$ cat config.mk
export PLATFORM = sky130hd
export DESIGN_NAME = sync_fifo
export DESIGN_NICKNAME = d
export VERILOG_FILES = /design/src/sync_fifo.sv
export SDC_FILE = /design/constraint.sdc
export NUM_CORES = 1
export LEC_CHECK = 0
export BUFFER_PORTS_ARGS = -buffer_cell sky130_fd_sc_hd__buf_2
export CAP_MARGIN = 40
export CORE_ASPECT_RATIO = 0.7
export CORE_MARGIN = 4
export CORE_UTILIZATION = 40
export DETAILED_ROUTE_END_ITERATION = 10
export SYNTH_ARGS = -nofsm -noshare
export SYNTH_HDL_FRONTEND = slang
export SYNTH_SLANG_ARGS = --single-unit
$ cat constraint.sdc
create_clock -name clk -period 4.3 [get_ports clk]
set_clock_uncertainty 0.2 [all_clocks]
set_input_delay 0.215 -clock clk [delete_from_list [all_inputs] [get_ports clk]]
set_output_delay 0.215 -clock clk [all_outputs]
set_load 0.005 [all_outputs]
$ cat src/sync_fifo.sv
`timescale 1ns/1ps

module sync_fifo #(
	parameter type T     = logic [31:0],
	parameter int  DEPTH = 16
) (
	input  logic                       clk,
	input  logic                       rst_n,
	input  logic                       push,
	input  T                           push_data,
	input  logic                       pop,
	output T                           head,
	output logic                       empty,
	output logic                       full,
	output logic [$clog2(DEPTH+1)-1:0] free
);

	localparam int PTR_W = (DEPTH > 1) ? $clog2(DEPTH) : 1;
	localparam int CNT_W = $clog2(DEPTH + 1);
	localparam logic [CNT_W-1:0] DEPTH_C = CNT_W'(DEPTH);

	// Storage, no reset on the payload
	T mem [DEPTH];

	logic [PTR_W-1:0] wr_ptr;
	logic [PTR_W-1:0] rd_ptr;
	logic [PTR_W-1:0] rd_ptr_n;
	logic [CNT_W-1:0] count;
	logic [CNT_W-1:0] count_n;
	logic             do_push;
	logic             do_pop;

	// Circular increment, depth need not be a power of two
	function automatic logic [PTR_W-1:0] ptr_inc(input logic [PTR_W-1:0] ptr);
		if (ptr == PTR_W'(DEPTH - 1)) begin
			return '0;
		end
		return ptr + PTR_W'(1);
	endfunction

	//////////////////////////////////////////////////////////////////////////
	// Occupancy

	// Overflow and underflow are ignored here
	assign do_push = push && !full;
	assign do_pop  = pop && !empty;

	assign rd_ptr_n = do_pop ? ptr_inc(rd_ptr) : rd_ptr;
	assign count_n  = count + CNT_W'(do_push) - CNT_W'(do_pop);

	assign empty = (count == '0);
	assign full  = (count == DEPTH_C);
	assign free  = DEPTH_C - count;

	always_ff @(posedge clk or negedge rst_n) begin
		if (!rst_n) begin
			wr_ptr <= '0;
			rd_ptr <= '0;
			count  <= '0;
		end else begin
			if (do_push) begin
				wr_ptr <= ptr_inc(wr_ptr);
			end
			rd_ptr <= rd_ptr_n;
			count  <= count_n;
		end
	end

	//////////////////////////////////////////////////////////////////////////
	// Storage and registered head

	always_ff @(posedge clk) begin
		if (do_push) begin
			mem[wr_ptr] <= push_data;
		end
	end

	// Head always holds the oldest entry, refreshed every edge
	// A push into an otherwise empty FIFO bypasses the array
	always_ff @(posedge clk) begin
		if (count_n != '0) begin
			if (do_push && (wr_ptr == rd_ptr_n)) begin
				head <= push_data;
			end else begin
				head <= mem[rd_ptr_n];
			end
		end
	end

	// Producers must check space before pushing
	assert property (@(posedge clk) disable iff (!rst_n) push |-> !full)
		else $error("sync_fifo push while full");

	// Consumers must check for data before popping
	assert property (@(posedge clk) disable iff (!rst_n) pop |-> !empty)
		else $error("sync_fifo pop while empty");

endmodule

==> metrics <==
dominant synthesized flop cell edfxtp_1; status complete, no violations; Buffers on Ports 74; EDFF count, synth about 540; register area share after synthesis 73.5%; Clock Tree Root clkbuf_16; Period Utilization, post-route 95.2%; initial antenna violation count 0; library cells used by synthesis 47; Net Switching 6510 uW; htree depth 2; layout cells sized above 1 25.9%; first-pass GRT wire length about 80000 um; Antenna Diode Count 0; GPL Wtd Cong between 0.7 and 0.8; die width a little under 300 um; Worst VDD drop around 0.51 mV; number of global-route vias before repair 12000; Worst EP arrival approximately 4.2 ns; io pins 75; total gr overflow 0; clock buffer depth 3; Worst EP required ~4.4 ns; GRT Util Overall ~18%; Synth Area in Simple Gates 3.38%; worst-case reg-to-reg path depth 18; Buf/Inv on CP 5; area of the multi-input gates between 5000 and 6000 um2; hold path endpoint rd_ptr[2]$_DFF_PN0_; synth top area cells edfxtp_1 72%, mux2i_1 5.5%, mux2_2 5.3%; Overall Power 19200 uW; total number of vias 12100; Crit Path Max Fanout 16; critical path type reg2reg; Fin. Hold Viols 0; Syn. warnings 0; Worst-path clk slew roughly 0.06 ns; Compound-Gate Fraction of Synth Area under 10%; crit path from count[1]$_DFF_PN0_; RSZ-0062 raised after global routing false; adder-cell share of the synthesized area 0.916%; critical path's largest stage delay 0.60 ns; Setup crit start kind flip-flop; clk sinks ~560; clock network power share between 20 and 25%; Num CTS Buffers 52; # Max-Cap Violations 0; CP endpoint kind flip-flop; Top delay family on crit path adder cells; Starting Density about 40%; multiplexer share of the synthesized area ~15%; largest family of logic cells by synthesized area multiplexers; most frequent cells after synthesis 544 x edfxtp_1, 124 x mux2i_1, 107 x mux2_2; #FFs+latches synth approximately 560; worst skew pair latency between 0.5 and 0.6 ns; Synth top area share roughly 70%; Min-Delay Path Depth 4; Critical R2R Launch count[1]$_DFF_PN0_; DRT iter0 DRCs approximately 1000; worst r2r dst head[2]$_DFFE_PP_; setup slack, reg-to-reg 0.21 ns; Min-Delay Path Class in2reg; Area Growth Syn to Fin 16.9%; largest net degree at the start of global routing 43; Final Slew Violations 0; DP Wirelength between 30000 and 40000 um; # rows approximately 70; Synthesized Nets approximately 1300; FMAX about 240 MHz; Slew HR 42.7%; Netlist Area Pre-Place ~23000 um2; antenna-violating nets left 0; slowest CP cell or4_4; Gate power share between 30% and 40%; Int Pwr between 10000 and 15000 uW; Tmin final between 4 and 5 ns; Pre-Repair DR Iteration Count 5; Via density about 5.5; setup TNS 0 ns; Final #Nets between 1000 and 1500; Pleak approximately 0.009 uW; WL final 54700 um; core area ~56000 um2; die height about 210 um; CTS tree built; most frequent cell after synthesis edfxtp_1; Die ar. between 60000 and 70000 um2; DRC viols 0; drt wl/cell 24.9 um; register share of total power 36.8%; Slew @ Worst Pin between 0.8 and 0.9 ns; Post-Synth XOR/XNOR Area less than 1%; Filler cells 4648; PD cells about 720 nW/um2; setup violators final 0; Register Area 16700 um2; largest area contributor in the netlist edfxtp_1; FFs w/ async S/R, synth 2.33%; CP Cell Sequence inv_1 > ha_1 > and2_1 > ha_1 > nor2b_1 > inv_1 > ha_1 > inv_1 > ha_1 > inv_1 > fa_1 > nor2_1 > nor2_1 > nor2_1 > nor2_1 > xnor2_1 > or4_4 > buf_12; Hold Path Origin pop; Post-Syn Instances roughly 1300; sw frac roughly a third; syn avg cell area 17.8 um2
==> worst max-delay path by stage <==
stage	end	cells past startpoint
2_1_floorplan	head[0]$_DFFE_PP_	18
3_3_place_gp	head[13]$_DFFE_PP_	17
3_5_place_dp	head[13]$_DFFE_PP_	17
4_1_cts	head[13]$_DFFE_PP_	17
5_1_grt	head[31]$_DFFE_PP_	18
6_report	head[2]$_DFFE_PP_	18
==> cell families (layout without fill, tap and decap cells) <==
kind of cell,after synthesis,count (layout)
AOI/OAI and AO/OA,157,157
xor gates and xnor gates,11,11
adders and majority gates,16,16
buffers and inverters,95,281
DFF,557,557
muxes,280,280
and+or+nand+nor,155,156
==> layout by cell type, fill, tap and decap left out, types with 5 or more instances in the layout <==
| cell type | count |
|---|---|
| edfxtp_1 | 544 |
| mux2i_1 | 124 |
| mux2_2 | 107 |
| buf_2 | 74 |
| nand2_1 | 71 |
| a211oi_1 | 62 |
| clkbuf_16 | 53 |
| o21ai_0 | 37 |
| buf_4 | 37 |
| nor3_1 | 36 |
| dlygate4sd3_1 | 34 |
| a32oi_1 | 31 |
| mux4_2 | 31 |
| buf_12 | 24 |
| mux2_1 | 17 |
| clkbuf_1 | 16 |
| inv_1 | 15 |
| ha_1 | 14 |
| dfrtp_1 | 13 |
| xnor2_1 | 8 |
| and2_2 | 8 |
| and3_2 | 8 |
| clkinv_1 | 7 |
| clkinv_2 | 7 |
| nand3_1 | 6 |
| bufinv_16 | 6 |
| or4bb_1 | 5 |
| o22ai_1 | 5 |
==> timing repair <==
action | CTS | global route
hold buffers | 34 | 0
setup endpoints to repair | 0 | 32
gates resized for setup | 0 | 2
buffers inserted | 0 | 4
endpoints found under the hold margin | 525 | 0
==> per-layer routing <==
| metal | vias to the layer above | global-route usage, % | routed length [um] |
|---|---|---|---|
| met3 | 81 | 2.62 | 3110 |
| met1 | 6247 | 26.3 | 25400 |
| met4 | 0 | 3.71 | 1000 |
| li1 | 5382 | - | - |
| met5 | - | 0 | 0 |
| met2 | 359 | 27.4 | 25200 |
==> power groups by stage <==
stage	Combinational, uW	Clock [uW]	Sequential [uW]
after floorplan	4910	0	7080
after global placement	7240	0	7160
after detailed placement	7350	0	7180
after CTS	7390	4710	7060
after global routing	8020	4940	7100
final	7490	4610	7050
==> state kept, by name (all words and copies together), names as in the netlist <==
| name | flops |
|---|---|
| count | 5 |
| head | 32 |
| mem | 512 |
| rd_ptr | 4 |
| wr_ptr | 4 |
==> through the flow <==
stage               instance area (um2)  setup WS, ns  util [%]  hold slack, ns  std cells
floorplan                         22700         0.286         -          -0.281       1271
global placement                  24400         0.112      43.8         -0.0643       2064
detailed placement                24400        0.0332      43.8         -0.0653       2065
CTS                               26400        0.0116      47.5          0.0288       2193
global route                      26500        0.0220      47.6          0.0545       2198
finish                            26500         0.208      47.6          0.0372       2198
==> worst reg2reg max path, delay by kind of cell (launching register included) <==
| family | cells | cell delay (ns) |
|---|---|---|
| xor gates and xnor gates | 1 | 0.22 |
| adders and majority gates | 5 | 1.30 |
| and+or+nand+nor | 7 | 1.27 |
| buffers and inverters | 5 | 0.49 |
| DFF | 1 | 0.35 |
==> layout make-up <==
type / instances / area share [%]
well taps: 740 / 3.49
multi-input cells: 620 / 21.4
clock inverters: 25 / 1.18
clock buffers: 69 / 5.23
flip-flops and latches: 557 / 62.9
inverters: 18 / 0.283
repair buffers: 169 / 5.54
Note: power is estimated with default switching activity, not from simulation.
