**config.mk**
```make
export PLATFORM = sky130hd
export DESIGN_NAME = mgmt_reg_if
export DESIGN_NICKNAME = d
export VERILOG_FILES = /design/src/eth_rx_pkg.sv /design/src/mgmt_reg_if.sv
export SDC_FILE = /design/constraint.sdc
export NUM_CORES = 1
export LEC_CHECK = 0
export BUFFER_PORTS_ARGS = -buffer_cell sky130_fd_sc_hd__buf_2
export CORE_UTILIZATION = 31
export CTS_CLUSTER_DIAMETER = 50
export DETAILED_ROUTE_END_ITERATION = 10
export PLACE_DENSITY = 0.85
export SYNTH_ARGS = -nofsm -noshare
export SYNTH_HDL_FRONTEND = slang
export SYNTH_SLANG_ARGS = --single-unit
```
**constraint.sdc**
```tcl
create_clock -name clk -period 1.39 [get_ports clk]
set_input_delay 0.139 -clock clk [delete_from_list [all_inputs] [get_ports clk]]
set_output_delay 0.139 -clock clk [all_outputs]
set_load 0.02 [all_outputs]
```
**src/eth_rx_pkg.sv**
```systemverilog
package eth_rx_pkg;

	//////////////////////////////////////////////////////////////////////////
	// Shared types

	// One word of the receive stream
	// Bits 31:24 of data carry the first byte on the wire
	typedef struct packed {
		logic [31:0] data;
		// Marks the final word of a frame
		logic        last;
		// Valid bytes in a last word, zero stands for all four
		logic [1:0]  nbytes;
	} rx_word_t;

	// Frame length in bytes, up to 1536
	typedef logic [10:0] frame_len_t;

	// Management bus address
	typedef logic [15:0] mgmt_addr_t;

	//////////////////////////////////////////////////////////////////////////
	// Management register map

	// Interrupt status, bit 0 = received frame pending
	localparam mgmt_addr_t REG_FPGA_IRQSTAT   = 16'h0020;
	localparam mgmt_addr_t REG_FPGA_IRQSTAT_1 = 16'h0021;

	// Pending frame length, reading the upper byte pops the header
	localparam mgmt_addr_t REG_EMAC_RXLEN     = 16'h0024;
	localparam mgmt_addr_t REG_EMAC_RXLEN_1   = 16'h0025;

	// Frame body window
	// Low two address bits pick the byte lane of the head word
	localparam mgmt_addr_t REG_EMAC_BUFFER_LO = 16'h1000;
	localparam mgmt_addr_t REG_EMAC_BUFFER_HI = 16'h1FFF;

	//////////////////////////////////////////////////////////////////////////
	// Buffer sizing

	// Data FIFO in 32-bit words
	localparam int DATA_FIFO_DEPTH = 1024;

	// Header FIFO in frame lengths
	localparam int HDR_FIFO_DEPTH = 16;

	// Largest frame handled
	localparam int ETH_MAX_BYTES = 1536;

	// Words needed to hold a largest frame, also the admission threshold
	localparam int ETH_MAX_WORDS = ETH_MAX_BYTES / 4;

	// Width of the data FIFO free count, covers 0 through DEPTH
	localparam int DATA_CNT_W = $clog2(DATA_FIFO_DEPTH + 1);

endpackage

```
**src/mgmt_reg_if.sv**
```systemverilog
`timescale 1ns/1ps

module mgmt_reg_if (
	input  logic                   clk,
	input  logic                   rst_n,
	input  logic                   frame_commit,
	output logic                   irq,
	input  logic                   rd_en,
	input  eth_rx_pkg::mgmt_addr_t rd_addr,
	output logic                   rd_valid,
	output logic [7:0]             rd_data,
	input  logic [31:0]            data_head,
	input  logic                   data_empty,
	output logic                   data_pop,
	input  eth_rx_pkg::frame_len_t hdr_head,
	input  logic                   hdr_empty,
	output logic                   hdr_pop
);

	import eth_rx_pkg::*;

	logic       in_buffer;
	logic [7:0] rd_data_n;
	logic       irq_clear;

	//////////////////////////////////////////////////////////////////////////
	// Address decode

	// Whole window aliases the head of the data FIFO
	assign in_buffer = (rd_addr >= REG_EMAC_BUFFER_LO) && (rd_addr <= REG_EMAC_BUFFER_HI);

	// Read data, pops and the interrupt clear are all decided
	// in the rd_en cycle and take effect on the following edge
	always_comb begin
		rd_data_n = 8'h00;
		irq_clear = 1'b0;
		data_pop  = 1'b0;
		hdr_pop   = 1'b0;

		if (rd_en) begin
			if (in_buffer) begin
				// Bytes in arrival order, no endianness swap
				if (!data_empty) begin
					case (rd_addr[1:0])
						2'd0: rd_data_n = data_head[31:24];
						2'd1: rd_data_n = data_head[23:16];
						2'd2: rd_data_n = data_head[15:8];
						2'd3: begin
							rd_data_n = data_head[7:0];
							// Last lane consumes the word
							data_pop  = 1'b1;
						end
						default: rd_data_n = 8'h00;
					endcase
				end
			end else begin
				case (rd_addr)
					REG_FPGA_IRQSTAT: begin
						// Bit 0 = at least one frame waiting
						rd_data_n = {7'b0, !hdr_empty};
						irq_clear = 1'b1;
					end
					REG_FPGA_IRQSTAT_1: begin
						rd_data_n = 8'h00;
					end
					REG_EMAC_RXLEN: begin
						if (!hdr_empty) begin
							rd_data_n = hdr_head[7:0];
						end
					end
					REG_EMAC_RXLEN_1: begin
						// Upper length bits, then the header is done
						if (!hdr_empty) begin
							rd_data_n = {5'b0, hdr_head[10:8]};
							hdr_pop   = 1'b1;
						end
					end
					default: begin
						rd_data_n = 8'h00;
					end
				endcase
			end
		end
	end

	//////////////////////////////////////////////////////////////////////////
	// Read response and interrupt

	always_ff @(posedge clk or negedge rst_n) begin
		if (!rst_n) begin
			rd_valid <= 1'b0;
			rd_data  <= 8'h00;
		end else begin
			// Every read completes in one cycle
			rd_valid <= rd_en;
			if (rd_en) begin
				rd_data <= rd_data_n;
			end
		end
	end

	always_ff @(posedge clk or negedge rst_n) begin
		if (!rst_n) begin
			irq <= 1'b0;
		end else if (frame_commit) begin
			// New frame wins over a clear on the same edge
			irq <= 1'b1;
		end else if (irq_clear) begin
			irq <= 1'b0;
		end
	end

endmodule

```
==> impl_metrics.ini <==
[timing]
rsz0062_at_grt = true
hold_ws_ns = 0.0616
hold_viol_final = 0
skew_ns = 0
fin_crit_ns = 1.63
final-setup-viol-count = 8
timing.final.ws_setup_ns = -0.236
fmax_mhz = 615
timing.setup.tns_ns = -1.53
tightest_slew_ns = 0.392
fin_crit_sh_pct = 117
slew_headroom_pct = 73.6
slew_violations = 0

[clock_network]
worstSkewPairLatency_ns = 0.26
htree_levels = 1
clock-root-buffer = clkbuf_4
clock-sinks = 10
cts_max_path_buffers = 2
cts_buffers = 3
path_clk_slew_ns = 0.07
cts_tree = built

[power_and_ir_drop]
vdd_ir_drop_max_mv = 0.339
p_leak_uw = 0.000739
powerDensity_nw_per_um2 = 572

[critical_path]
worst_setup_path_start_kind = input pin
crit_arrival_ns = 1.78
path_cells = buf_6, or4b_4, or4_4, or3b_1, a21o_1
critPathMaxFanout = 2
cp_slowest_cell = or4b_4
critPathCaptureType = flip-flop
critPathKind = input pin to flip-flop
cp_data_required_time_ns = 1.54
critPathMaxStageDelay_ns = 0.54

[synthesis]
synth-seq-cells = 10
synth_fp_nets = 128
ys_types = 21
synth.largest_area_cell = dfrtp_1
yosysSeqAreaShare_pct = 34.1
netlist_top_cells_area = dfrtp_1, mux4_2, a21o_1, a22o_1, a22oi_1
synth_top_cell_area_share_pct = 34.1
ys_warn_count = 0
synth.avg_cell_area_um2 = 11.7
syn_area_um2 = 734
syn-instance-count = 63

[drt]
routed_via_density = 5.41
drc = 0
vias = 980
firstDrtPassIters = 4
final_antenna_net_count = 0
avgRoutedWirePerCell_um = 15.6
drt-total-wl_um = 2830
drt_iter0_markers = 11

[die]
io_pins = 77
die_area_um2 = 2570
start_util_pct = 33.2
num_rows = 17
die_w_um = 50.7
die_h_um = 50.7
core_area_um2 = 2210

[min_path]
hold_path.class = input pin to flip-flop

[final_layout]
layout_common_cells = buf_2, dfrtp_1, buf_4, mux4_2, buf_6
final_common_cell = buf_2
drive_gt1_share_pct = 71.2
regArea_um2 = 250
n_fill_cell = 192
multi_input_area_um2 = 537
fin_nets = 219
diodes = 0
fin_cells = 181
areaGrowthSynthToFinish_pct = 88.1

[place]
routabilityCongestion = 0.873
dp.cells = 174
numPortBuffers = 76

[global_routing]
grt_pass1_wl_um = 4080
grt_pass1_vias = 972
grt_util_all_layers_pct = 21.3
grt_overflow = 0
grt_max_degree = 11
antenna_found_initial = 0

[run_status]
violations = negative setup slack
status = finished, violations left

[job]
maxCapViolCount = 0
## power by group
group | switching (uW) | internal [uW] | leakage [uW]
Clock | 102 | 159 | 0.0000210
Combinational | 94.7 | 138 | 0.000586
Sequential | 1.94 | 295 | 0.000132
Total | 199 | 592 | 0.000739
## registers in the layout, summed over array words and instances, names as in the netlist
signal    flops
irq           1
rd_data       8
rd_valid      1
## routing by layer
| layer | track usage [%] | share of wire (%) | vias to the layer above | wire (um) |
|---|---|---|---|---|
| met5 | 0 | 0 | - | 0 |
| met3 | 3.03 | 5.9 | 10 | 168 |
| met1 | 24.0 | 35 | 467 | 1010 |
| met4 | 9.26 | 3.8 | 0 | 108 |
| li1 | - | - | 445 | - |
| met2 | 39.3 | 55 | 58 | 1550 |
## what timing repair did
action | CTS | global route
setup buffers | 0 | 2
pin swaps | 4 | 7
setup endpoints to repair | 8 | 8
hold endpoints to repair | 10 | 0
hold buffers | 1 | 0
resized for setup | 7 | 8
## final timing paths
kind	startpoint	to	slack (ns)	cells past startpoint
worst max-delay path	rd_addr[8]	irq$_DFFE_PN0P_	-0.24	5
worst min-delay path	frame_commit	irq$_DFFE_PN0P_	0.06	2
worst max register to register	rd_data[5]$_DFFE_PN0P_	rd_data[5]$_DFFE_PN0P_	0.53	2
worst min register to register	irq$_DFFE_PN0P_	irq$_DFFE_PN0P_	0.48	1
max in group asynchronous	rst_n	rd_data[4]$_DFFE_PN0P_	0.93	2
min in group asynchronous	rst_n	rd_valid$_DFF_PN0_	0.27	2
## cell families (layout without fill, tap and decap cells)
kind of cell,Yosys count,count (layout),synth area share (%)
buffers and inverters,4,94,2.04
multiplexers,10,10,27.3
flip-flops,10,10,34.1
AO/OA/AOI/OAI,17,17,17.2
AND/OR/NAND/NOR,22,22,19.4
## cells in the mapped netlist
cell type	number
dfrtp_1	10
mux4_2	8
a21o_1	6
a22o_1	5
nand2_1	4
a22oi_1	3
clkbuf_1	3
nor4_1	3
o21ai_0	3
mux2i_1	2
nand3_1	2
nor3_1	2
nor4b_1	2
or4_1	2
or4b_1	2
and3_1	1
and4_1	1
inv_1	1
nor2b_1	1
or3_1	1
or3b_1	1
## per-stage QoR
step | power (uW) | utilization, % | cell area (um^2) | setup WS, ns
final | 791 | 62.4 | 1380 | -0.236
after global routing | 827 | 62.4 | 1380 | -0.271
after CTS | 784 | 59.7 | 1320 | -0.230
after detailed placement | 518 | 56.4 | 1250 | -0.524
after global placement | 512 | 56.4 | 1250 | -0.498
after floorplan | 397 | - | 795 | -0.373
## critical path: cells and delay by family
family          cells  cell delay (ns)
simple gates        3             1.40
buf+inv             1             0.09
compound gates      1             0.16
## layout make-up
type	count	area share (%)
well taps	28	2.54
multi-input cells	49	38.9
repair buffers	89	37.6
clock buffers	4	2.63
flip-flops and latches	10	18.1
inverters	1	0.272
No activity file was read; power rests on OpenSTA's default activity.
