==> config.mk <==
export PLATFORM = sky130hd
export DESIGN_NAME = rx_frame_writer
export DESIGN_NICKNAME = d
export VERILOG_FILES = /design/src/eth_rx_pkg.sv /design/src/rx_frame_writer.sv
export SDC_FILE = /design/constraint.sdc
export NUM_CORES = 1
export LEC_CHECK = 0
export BUFFER_PORTS_ARGS = -buffer_cell sky130_fd_sc_hd__buf_2
export CAP_MARGIN = 20
export CORE_ASPECT_RATIO = 0.5
export CORE_MARGIN = 8
export CORE_UTILIZATION = 43
export CTS_CLUSTER_SIZE = 16
export DETAILED_ROUTE_END_ITERATION = 10
export PLACE_DENSITY = 0.78
export SLEW_MARGIN = 10
export SYNTH_ARGS = -nofsm -noshare
export SYNTH_HDL_FRONTEND = slang
export SYNTH_SLANG_ARGS = --single-unit
==> constraint.sdc <==
create_clock -name clk -period 2.3 [get_ports clk]
set_clock_uncertainty 0.15 [all_clocks]
set_input_delay 0.23 -clock clk [delete_from_list [all_inputs] [get_ports clk]]
set_output_delay 0.23 -clock clk [all_outputs]
set_load 0.02 [all_outputs]
==> src/eth_rx_pkg.sv <==
package eth_rx_pkg;

	//////////////////////////////////////////////////////////////////////////
	// Shared types

	// One word of the receive stream
	// Bits 31:24 of data carry the first byte on the wire
	typedef struct packed {
		logic [31:0] data;
		// Marks the final word of a frame
		logic        last;
		// Valid bytes in a last word, zero stands for all four
		logic [1:0]  nbytes;
	} rx_word_t;

	// Frame length in bytes, up to 1536
	typedef logic [10:0] frame_len_t;

	// Management bus address
	typedef logic [15:0] mgmt_addr_t;

	//////////////////////////////////////////////////////////////////////////
	// Management register map

	// Interrupt status, bit 0 = received frame pending
	localparam mgmt_addr_t REG_FPGA_IRQSTAT   = 16'h0020;
	localparam mgmt_addr_t REG_FPGA_IRQSTAT_1 = 16'h0021;

	// Pending frame length, reading the upper byte pops the header
	localparam mgmt_addr_t REG_EMAC_RXLEN     = 16'h0024;
	localparam mgmt_addr_t REG_EMAC_RXLEN_1   = 16'h0025;

	// Frame body window
	// Low two address bits pick the byte lane of the head word
	localparam mgmt_addr_t REG_EMAC_BUFFER_LO = 16'h1000;
	localparam mgmt_addr_t REG_EMAC_BUFFER_HI = 16'h1FFF;

	//////////////////////////////////////////////////////////////////////////
	// Buffer sizing

	// Data FIFO in 32-bit words
	localparam int DATA_FIFO_DEPTH = 1024;

	// Header FIFO in frame lengths
	localparam int HDR_FIFO_DEPTH = 16;

	// Largest frame handled
	localparam int ETH_MAX_BYTES = 1536;

	// Words needed to hold a largest frame, also the admission threshold
	localparam int ETH_MAX_WORDS = ETH_MAX_BYTES / 4;

	// Width of the data FIFO free count, covers 0 through DEPTH
	localparam int DATA_CNT_W = $clog2(DATA_FIFO_DEPTH + 1);

endpackage

==> src/rx_frame_writer.sv <==
`timescale 1ns/1ps

module rx_frame_writer (
	input  logic                              clk,
	input  logic                              rst_n,
	input  logic                              rx_valid,
	input  eth_rx_pkg::rx_word_t              rx_word,
	input  logic [eth_rx_pkg::DATA_CNT_W-1:0] data_free,
	input  logic                              hdr_full,
	output logic                              data_push,
	output logic [31:0]                       data_word,
	output logic                              hdr_push,
	output eth_rx_pkg::frame_len_t            hdr_len,
	output logic [15:0]                       drop_count
);

	import eth_rx_pkg::*;

	// Frame tracking state
	logic       in_frame;
	logic       admit;
	frame_len_t byte_cnt;

	logic        first_word;
	logic        room_ok;
	logic        admit_now;
	logic [2:0]  word_bytes;
	logic [11:0] byte_sum;
	logic [31:0] lane_mask;

	//////////////////////////////////////////////////////////////////////////
	// Admission

	assign first_word = rx_valid && !in_frame;

	// Room for a whole largest frame plus one header slot
	// so an admitted frame never needs a rollback
	assign room_ok = !hdr_full && (data_free >= DATA_CNT_W'(ETH_MAX_WORDS));

	// First word decides, later words follow that decision
	assign admit_now = in_frame ? admit : room_ok;

	//////////////////////////////////////////////////////////////////////////
	// Byte accounting and padding

	always_comb begin
		word_bytes = 3'd4;
		if (rx_word.last && (rx_word.nbytes != 2'd0)) begin
			word_bytes = {1'b0, rx_word.nbytes};
		end
		// Data is left-justified, clear the trailing lanes
		case (word_bytes)
			3'd1:    lane_mask = 32'hFF00_0000;
			3'd2:    lane_mask = 32'hFFFF_0000;
			3'd3:    lane_mask = 32'hFFFF_FF00;
			default: lane_mask = 32'hFFFF_FFFF;
		endcase
	end

	// One spare bit so an oversize frame is visible
	assign byte_sum = {1'b0, byte_cnt} + 12'(word_bytes);

	assign data_push = rx_valid && admit_now;
	assign data_word = rx_word.data & lane_mask;

	// Length is committed together with the last word
	assign hdr_push = data_push && rx_word.last;
	assign hdr_len  = byte_sum[10:0];

	always_ff @(posedge clk or negedge rst_n) begin
		if (!rst_n) begin
			in_frame   <= 1'b0;
			admit      <= 1'b0;
			byte_cnt   <= '0;
			drop_count <= '0;
		end else if (rx_valid) begin
			in_frame <= !rx_word.last;
			if (first_word) begin
				admit <= room_ok;
			end
			byte_cnt <= rx_word.last ? '0 : byte_sum[10:0];
			// One count per refused frame, held at all ones
			if (first_word && !room_ok && (drop_count != 16'hFFFF)) begin
				drop_count <= drop_count + 16'd1;
			end
		end
	end

	// Stream must not deliver frames beyond the maximum size
	assert property (@(posedge clk) disable iff (!rst_n)
		data_push |-> (byte_sum <= 12'(ETH_MAX_BYTES)))
		else $error("rx frame longer than %0d bytes", ETH_MAX_BYTES);

endmodule

==> impl_summary.log <==
INFO  metric grt_first_pass_wirelength = about 7600 um
INFO  metric top_area_cell_type_share_of_the_netlist_area = 0.402
INFO  metric grt-ovfl-total = 0
INFO  metric intPower = roughly 1100 uW
INFO  metric crit_path_frequent_cell = sky130_fd_sc_hd__buf_4
INFO  metric drt_drc_violations_left = 0
INFO  metric detailed_place.area = ~2300 um2
INFO  metric cts_root_buf = sky130_fd_sc_hd__clkbuf_8
INFO  metric global_route_usage_over_all_layers = 0.144
INFO  metric critPathLaunch = byte_cnt[0]
INFO  metric initial_utilization = 0.455
INFO  metric cts_num_sinks = 29
INFO  metric clk_transition_reported_paths = about 0.050 ns
INFO  metric gp_routability_congestion = between 0.7 and 0.8
INFO  metric critical_path.startpoint_type = register
INFO  metric finalCritPeriodShare = 1.00
INFO  metric place.detailed.hpwl = 3740 um
INFO  metric worst_hold_slack = about 0.1 ns
INFO  metric top_cells_by_area_in_the_synthesized_netlist = sky130_fd_sc_hd__dfrtp_1, sky130_fd_sc_hd__and2_1, sky130_fd_sc_hd__xnor2_1
INFO  metric io_pins = 111
INFO  metric final_critical_path_setup_slack = -0.00897 ns
INFO  metric rr_endpoint = byte_cnt[8]
INFO  metric initial_antenna_violation_count = 0
INFO  metric power.static_leakage = roughly 0.0014 uW
INFO  metric wirelength_met1 = between 1500 and 2000 um
INFO  metric timing.final.setup_violations = 3
INFO  metric mapped_area = approximately 1800 um2
INFO  metric failing_checks = setup timing
INFO  metric synthDominantAreaCellType = sky130_fd_sc_hd__dfrtp_1
INFO  metric timing.critical_path.required = between 1.5 and 2 ns
INFO  metric via_count_of_the_first_global_routing_pass = around 1700
INFO  metric critical_path.max_stage_delay = 0.36 ns
INFO  metric synth-seq-area-share = 0.402
INFO  metric netSwitchingFraction = 0.321
INFO  metric synth_top_flop_cell = sky130_fd_sc_hd__dfrtp_1
INFO  metric routedWlPerCell = about 14 um
INFO  metric critical_path.endpoint_type = output port
INFO  metric routed_via_density = between 4 and 5
INFO  metric maxCapViolCount = 0
INFO  metric drt_pass1_iterations = 6
INFO  metric n_antenna_cell = 0
INFO  metric p_sw = around 530 uW
INFO  metric final_hold_viol_count = 0
INFO  metric synth.yosys.warnings = 0
INFO  metric drtAntennaViolNets = 0
INFO  metric floorplan.die.height = approximately 62 um
INFO  metric synth_nets = between 200 and 250
INFO  metric core-area = 3960 um2
INFO  metric cts_made_buffers = 5
INFO  metric synth-async-reset-ratio = 1.00
INFO  metric dieWidth = approximately 110 um
INFO  metric yosysUniqueCellTypes = 39
INFO  metric max-slew-margin-rel = 0.570
INFO  metric synth-edff-count = 0
INFO  metric synth_top_cells_by_count = sky130_fd_sc_hd__dfrtp_1, sky130_fd_sc_hd__and2_1, sky130_fd_sc_hd__xnor2_1
INFO  metric type_of_the_worst_setup_path = register to output port
INFO  metric fp-row-count = 16
INFO  metric status = complete, but fails checks
INFO  metric layout-drive-gt1-share = 0.443
INFO  metric finalNetCount = 345
INFO  metric max_slew.worst_pin.slew = ~0.64 ns
INFO  metric synth.ff_latch_count = 29
INFO  metric combinationalPowerShare = 0.283
INFO  metric worstHoldPathType = input pin to register
INFO  metric grt_max_degree = 30
INFO  metric regToRegStartpoint = byte_cnt[0]
INFO  metric grt_setup_unrepaired = yes
INFO  metric ctsLongestPathBuffers = 2
INFO  metric max_clock_freq = 433 MHz
INFO  metric met2RoutedLength = approximately 2600 um
INFO  metric maxUsedRoutingLayer = met4
INFO  metric cts_tree = yes
INFO  metric end_point_of_the_critical_path = hdr_len[4]
INFO  metric die_area = approximately 6700 um2
INFO  metric port_buffers = 87
INFO  metric report.final.slew_viol_count = 0
INFO  metric fin_crit = around 2.3 ns
INFO  metric worst_skew_pair.late_latency = about 0.28 ns
INFO  metric final_design_area_no_fill = 2560 um2
INFO  metric r2r_cells = 10
INFO  metric netlist_instances = ~190
INFO  metric seqPwrFrac = 0.385
INFO  metric drt-initial-drc-count = 62
INFO  metric vias = around 1700
INFO  metric area_delta_synth_final = 41.6%
INFO  metric r2r_setup_slk = 0.23 ns
INFO  metric p_clk_frac = 0.332
INFO  metric share_of_the_core_filled_with_cells = 0.645
INFO  metric cts_max_level = 2
INFO  metric arr_time_crit_path = 1.93 ns
INFO  metric critPathMaxFanout = 2
INFO  metric critical-path-slowest-cell = sky130_fd_sc_hd__dfrtp_1
INFO  metric timing.critical_path.cells = ha_2 -> inv_2 -> fa_2 -> nor2b_4 -> buf_4 -> o21ai_2 -> xnor2_1 -> buf_4
INFO  metric routed-wl-met3 = around 310 um
INFO  metric postRouteWirelength = between 4000 and 5000 um
INFO  metric power_per_unit_of_standard_cell_area = 643 nW/um2
INFO  metric post_synth.cell_area_avg = 9.55 um2
INFO  metric synth_most_common_cell = sky130_fd_sc_hd__dfrtp_1
INFO  metric ir_drop = roughly 0.0003 V
-- placed cells by master, fill, tap and decap left out, types with 8 or more instances in the layout --
cell and instances:
sky130_fd_sc_hd__and2_1 26, sky130_fd_sc_hd__inv_1 8, sky130_fd_sc_hd__buf_4 25, sky130_fd_sc_hd__o21ai_0 8, sky130_fd_sc_hd__xnor2_1 18, sky130_fd_sc_hd__buf_2 81
sky130_fd_sc_hd__dfrtp_1 29, sky130_fd_sc_hd__nand3_1 9, sky130_fd_sc_hd__nand2_1 11
-- registers in the layout, summed over array words and instances, names as in the netlist --
signal and count:
admit 1, byte_cnt 11, drop_count 16, in_frame 1
-- timing repair --
action / CTS / global route
hold buffers: 1 / 0
pin swaps: 3 / 5
setup endpoints to repair: 5 / 7
buffers inserted: 4 / 4
hold endpoints to repair: 29 / 0
resized for setup: 11 / 10
-- worst max-delay path, delay by kind of cell (launching register included) --
kind,cells,cell delay [ns]
adders and majority gates,2,0.56
DFF,1,0.36
buffers and inverters,3,0.34
xor gates and xnor gates,1,0.22
and+or+nand+nor,1,0.13
AOI/OAI and AO/OA,1,0.05
-- power by group through the flow --
stage	clock network (uW)	logic, uW	registers [uW]
floorplan	0	244	682
global placement	0	435	636
detailed placement	0	446	639
CTS	563	453	630
global route	590	507	641
finish	546	465	632
-- layout make-up --
type	count	area, um2
clock buffers	7	86.3
clock inverters	1	30.0
fillers	346	1410
inverters	10	37.5
multi-input cells	137	1010
flip-flops and latches	29	726
well taps	54	67.6
repair buffers	107	603
-- layer usage --
layer | vias to the layer above | GRT usage
li1 | 839 | -
met1 | 804 | 0.151
met2 | 41 | 0.266
met3 | 5 | 0.0576
met4 | 0 | 0.0469
met5 | - | 0
-- stage by stage --
step | TNS (ns) | instances | total power [uW] | worst slack (ns)
2_1_floorplan | 0 | 189 | 925 | 0.0538
3_3_place_gp | 0 | 328 | 1070 | 0.0293
3_5_place_dp | 0 | 328 | 1090 | 0.0200
4_1_cts | -0.132 | 341 | 1650 | -0.0448
5_1_grt | -0.592 | 345 | 1740 | -0.122
6_report | -0.0129 | 345 | 1640 | -0.00897
-- worst min-delay path by stage --
stage / startpoint / endpoint / slack [ns] / cells past startpoint
3_3_place_gp: rst_n / byte_cnt[10] / 0.14 / 1
2_1_floorplan: rst_n / admit / -0.22 / 0
4_1_cts: rx_word[2] / byte_cnt[0] / 0.09 / 3
6_report: rx_word[2] / byte_cnt[0] / 0.1 / 3
5_1_grt: rx_word[2] / byte_cnt[0] / 0.11 / 3
3_5_place_dp: rst_n / byte_cnt[5] / 0.15 / 1
-- logic make-up after synthesis --
kind of cell / share of synthesized area
AOI/OAI and AO/OA: 0.113
buffers and inverters: 0.0693
xor gates and xnor gates: 0.121
muxes: 0.0118
adders and majority gates: 0.0388
DFF: 0.402
and+or+nand+nor: 0.244
No activity file was read; power rests on OpenSTA's default activity.
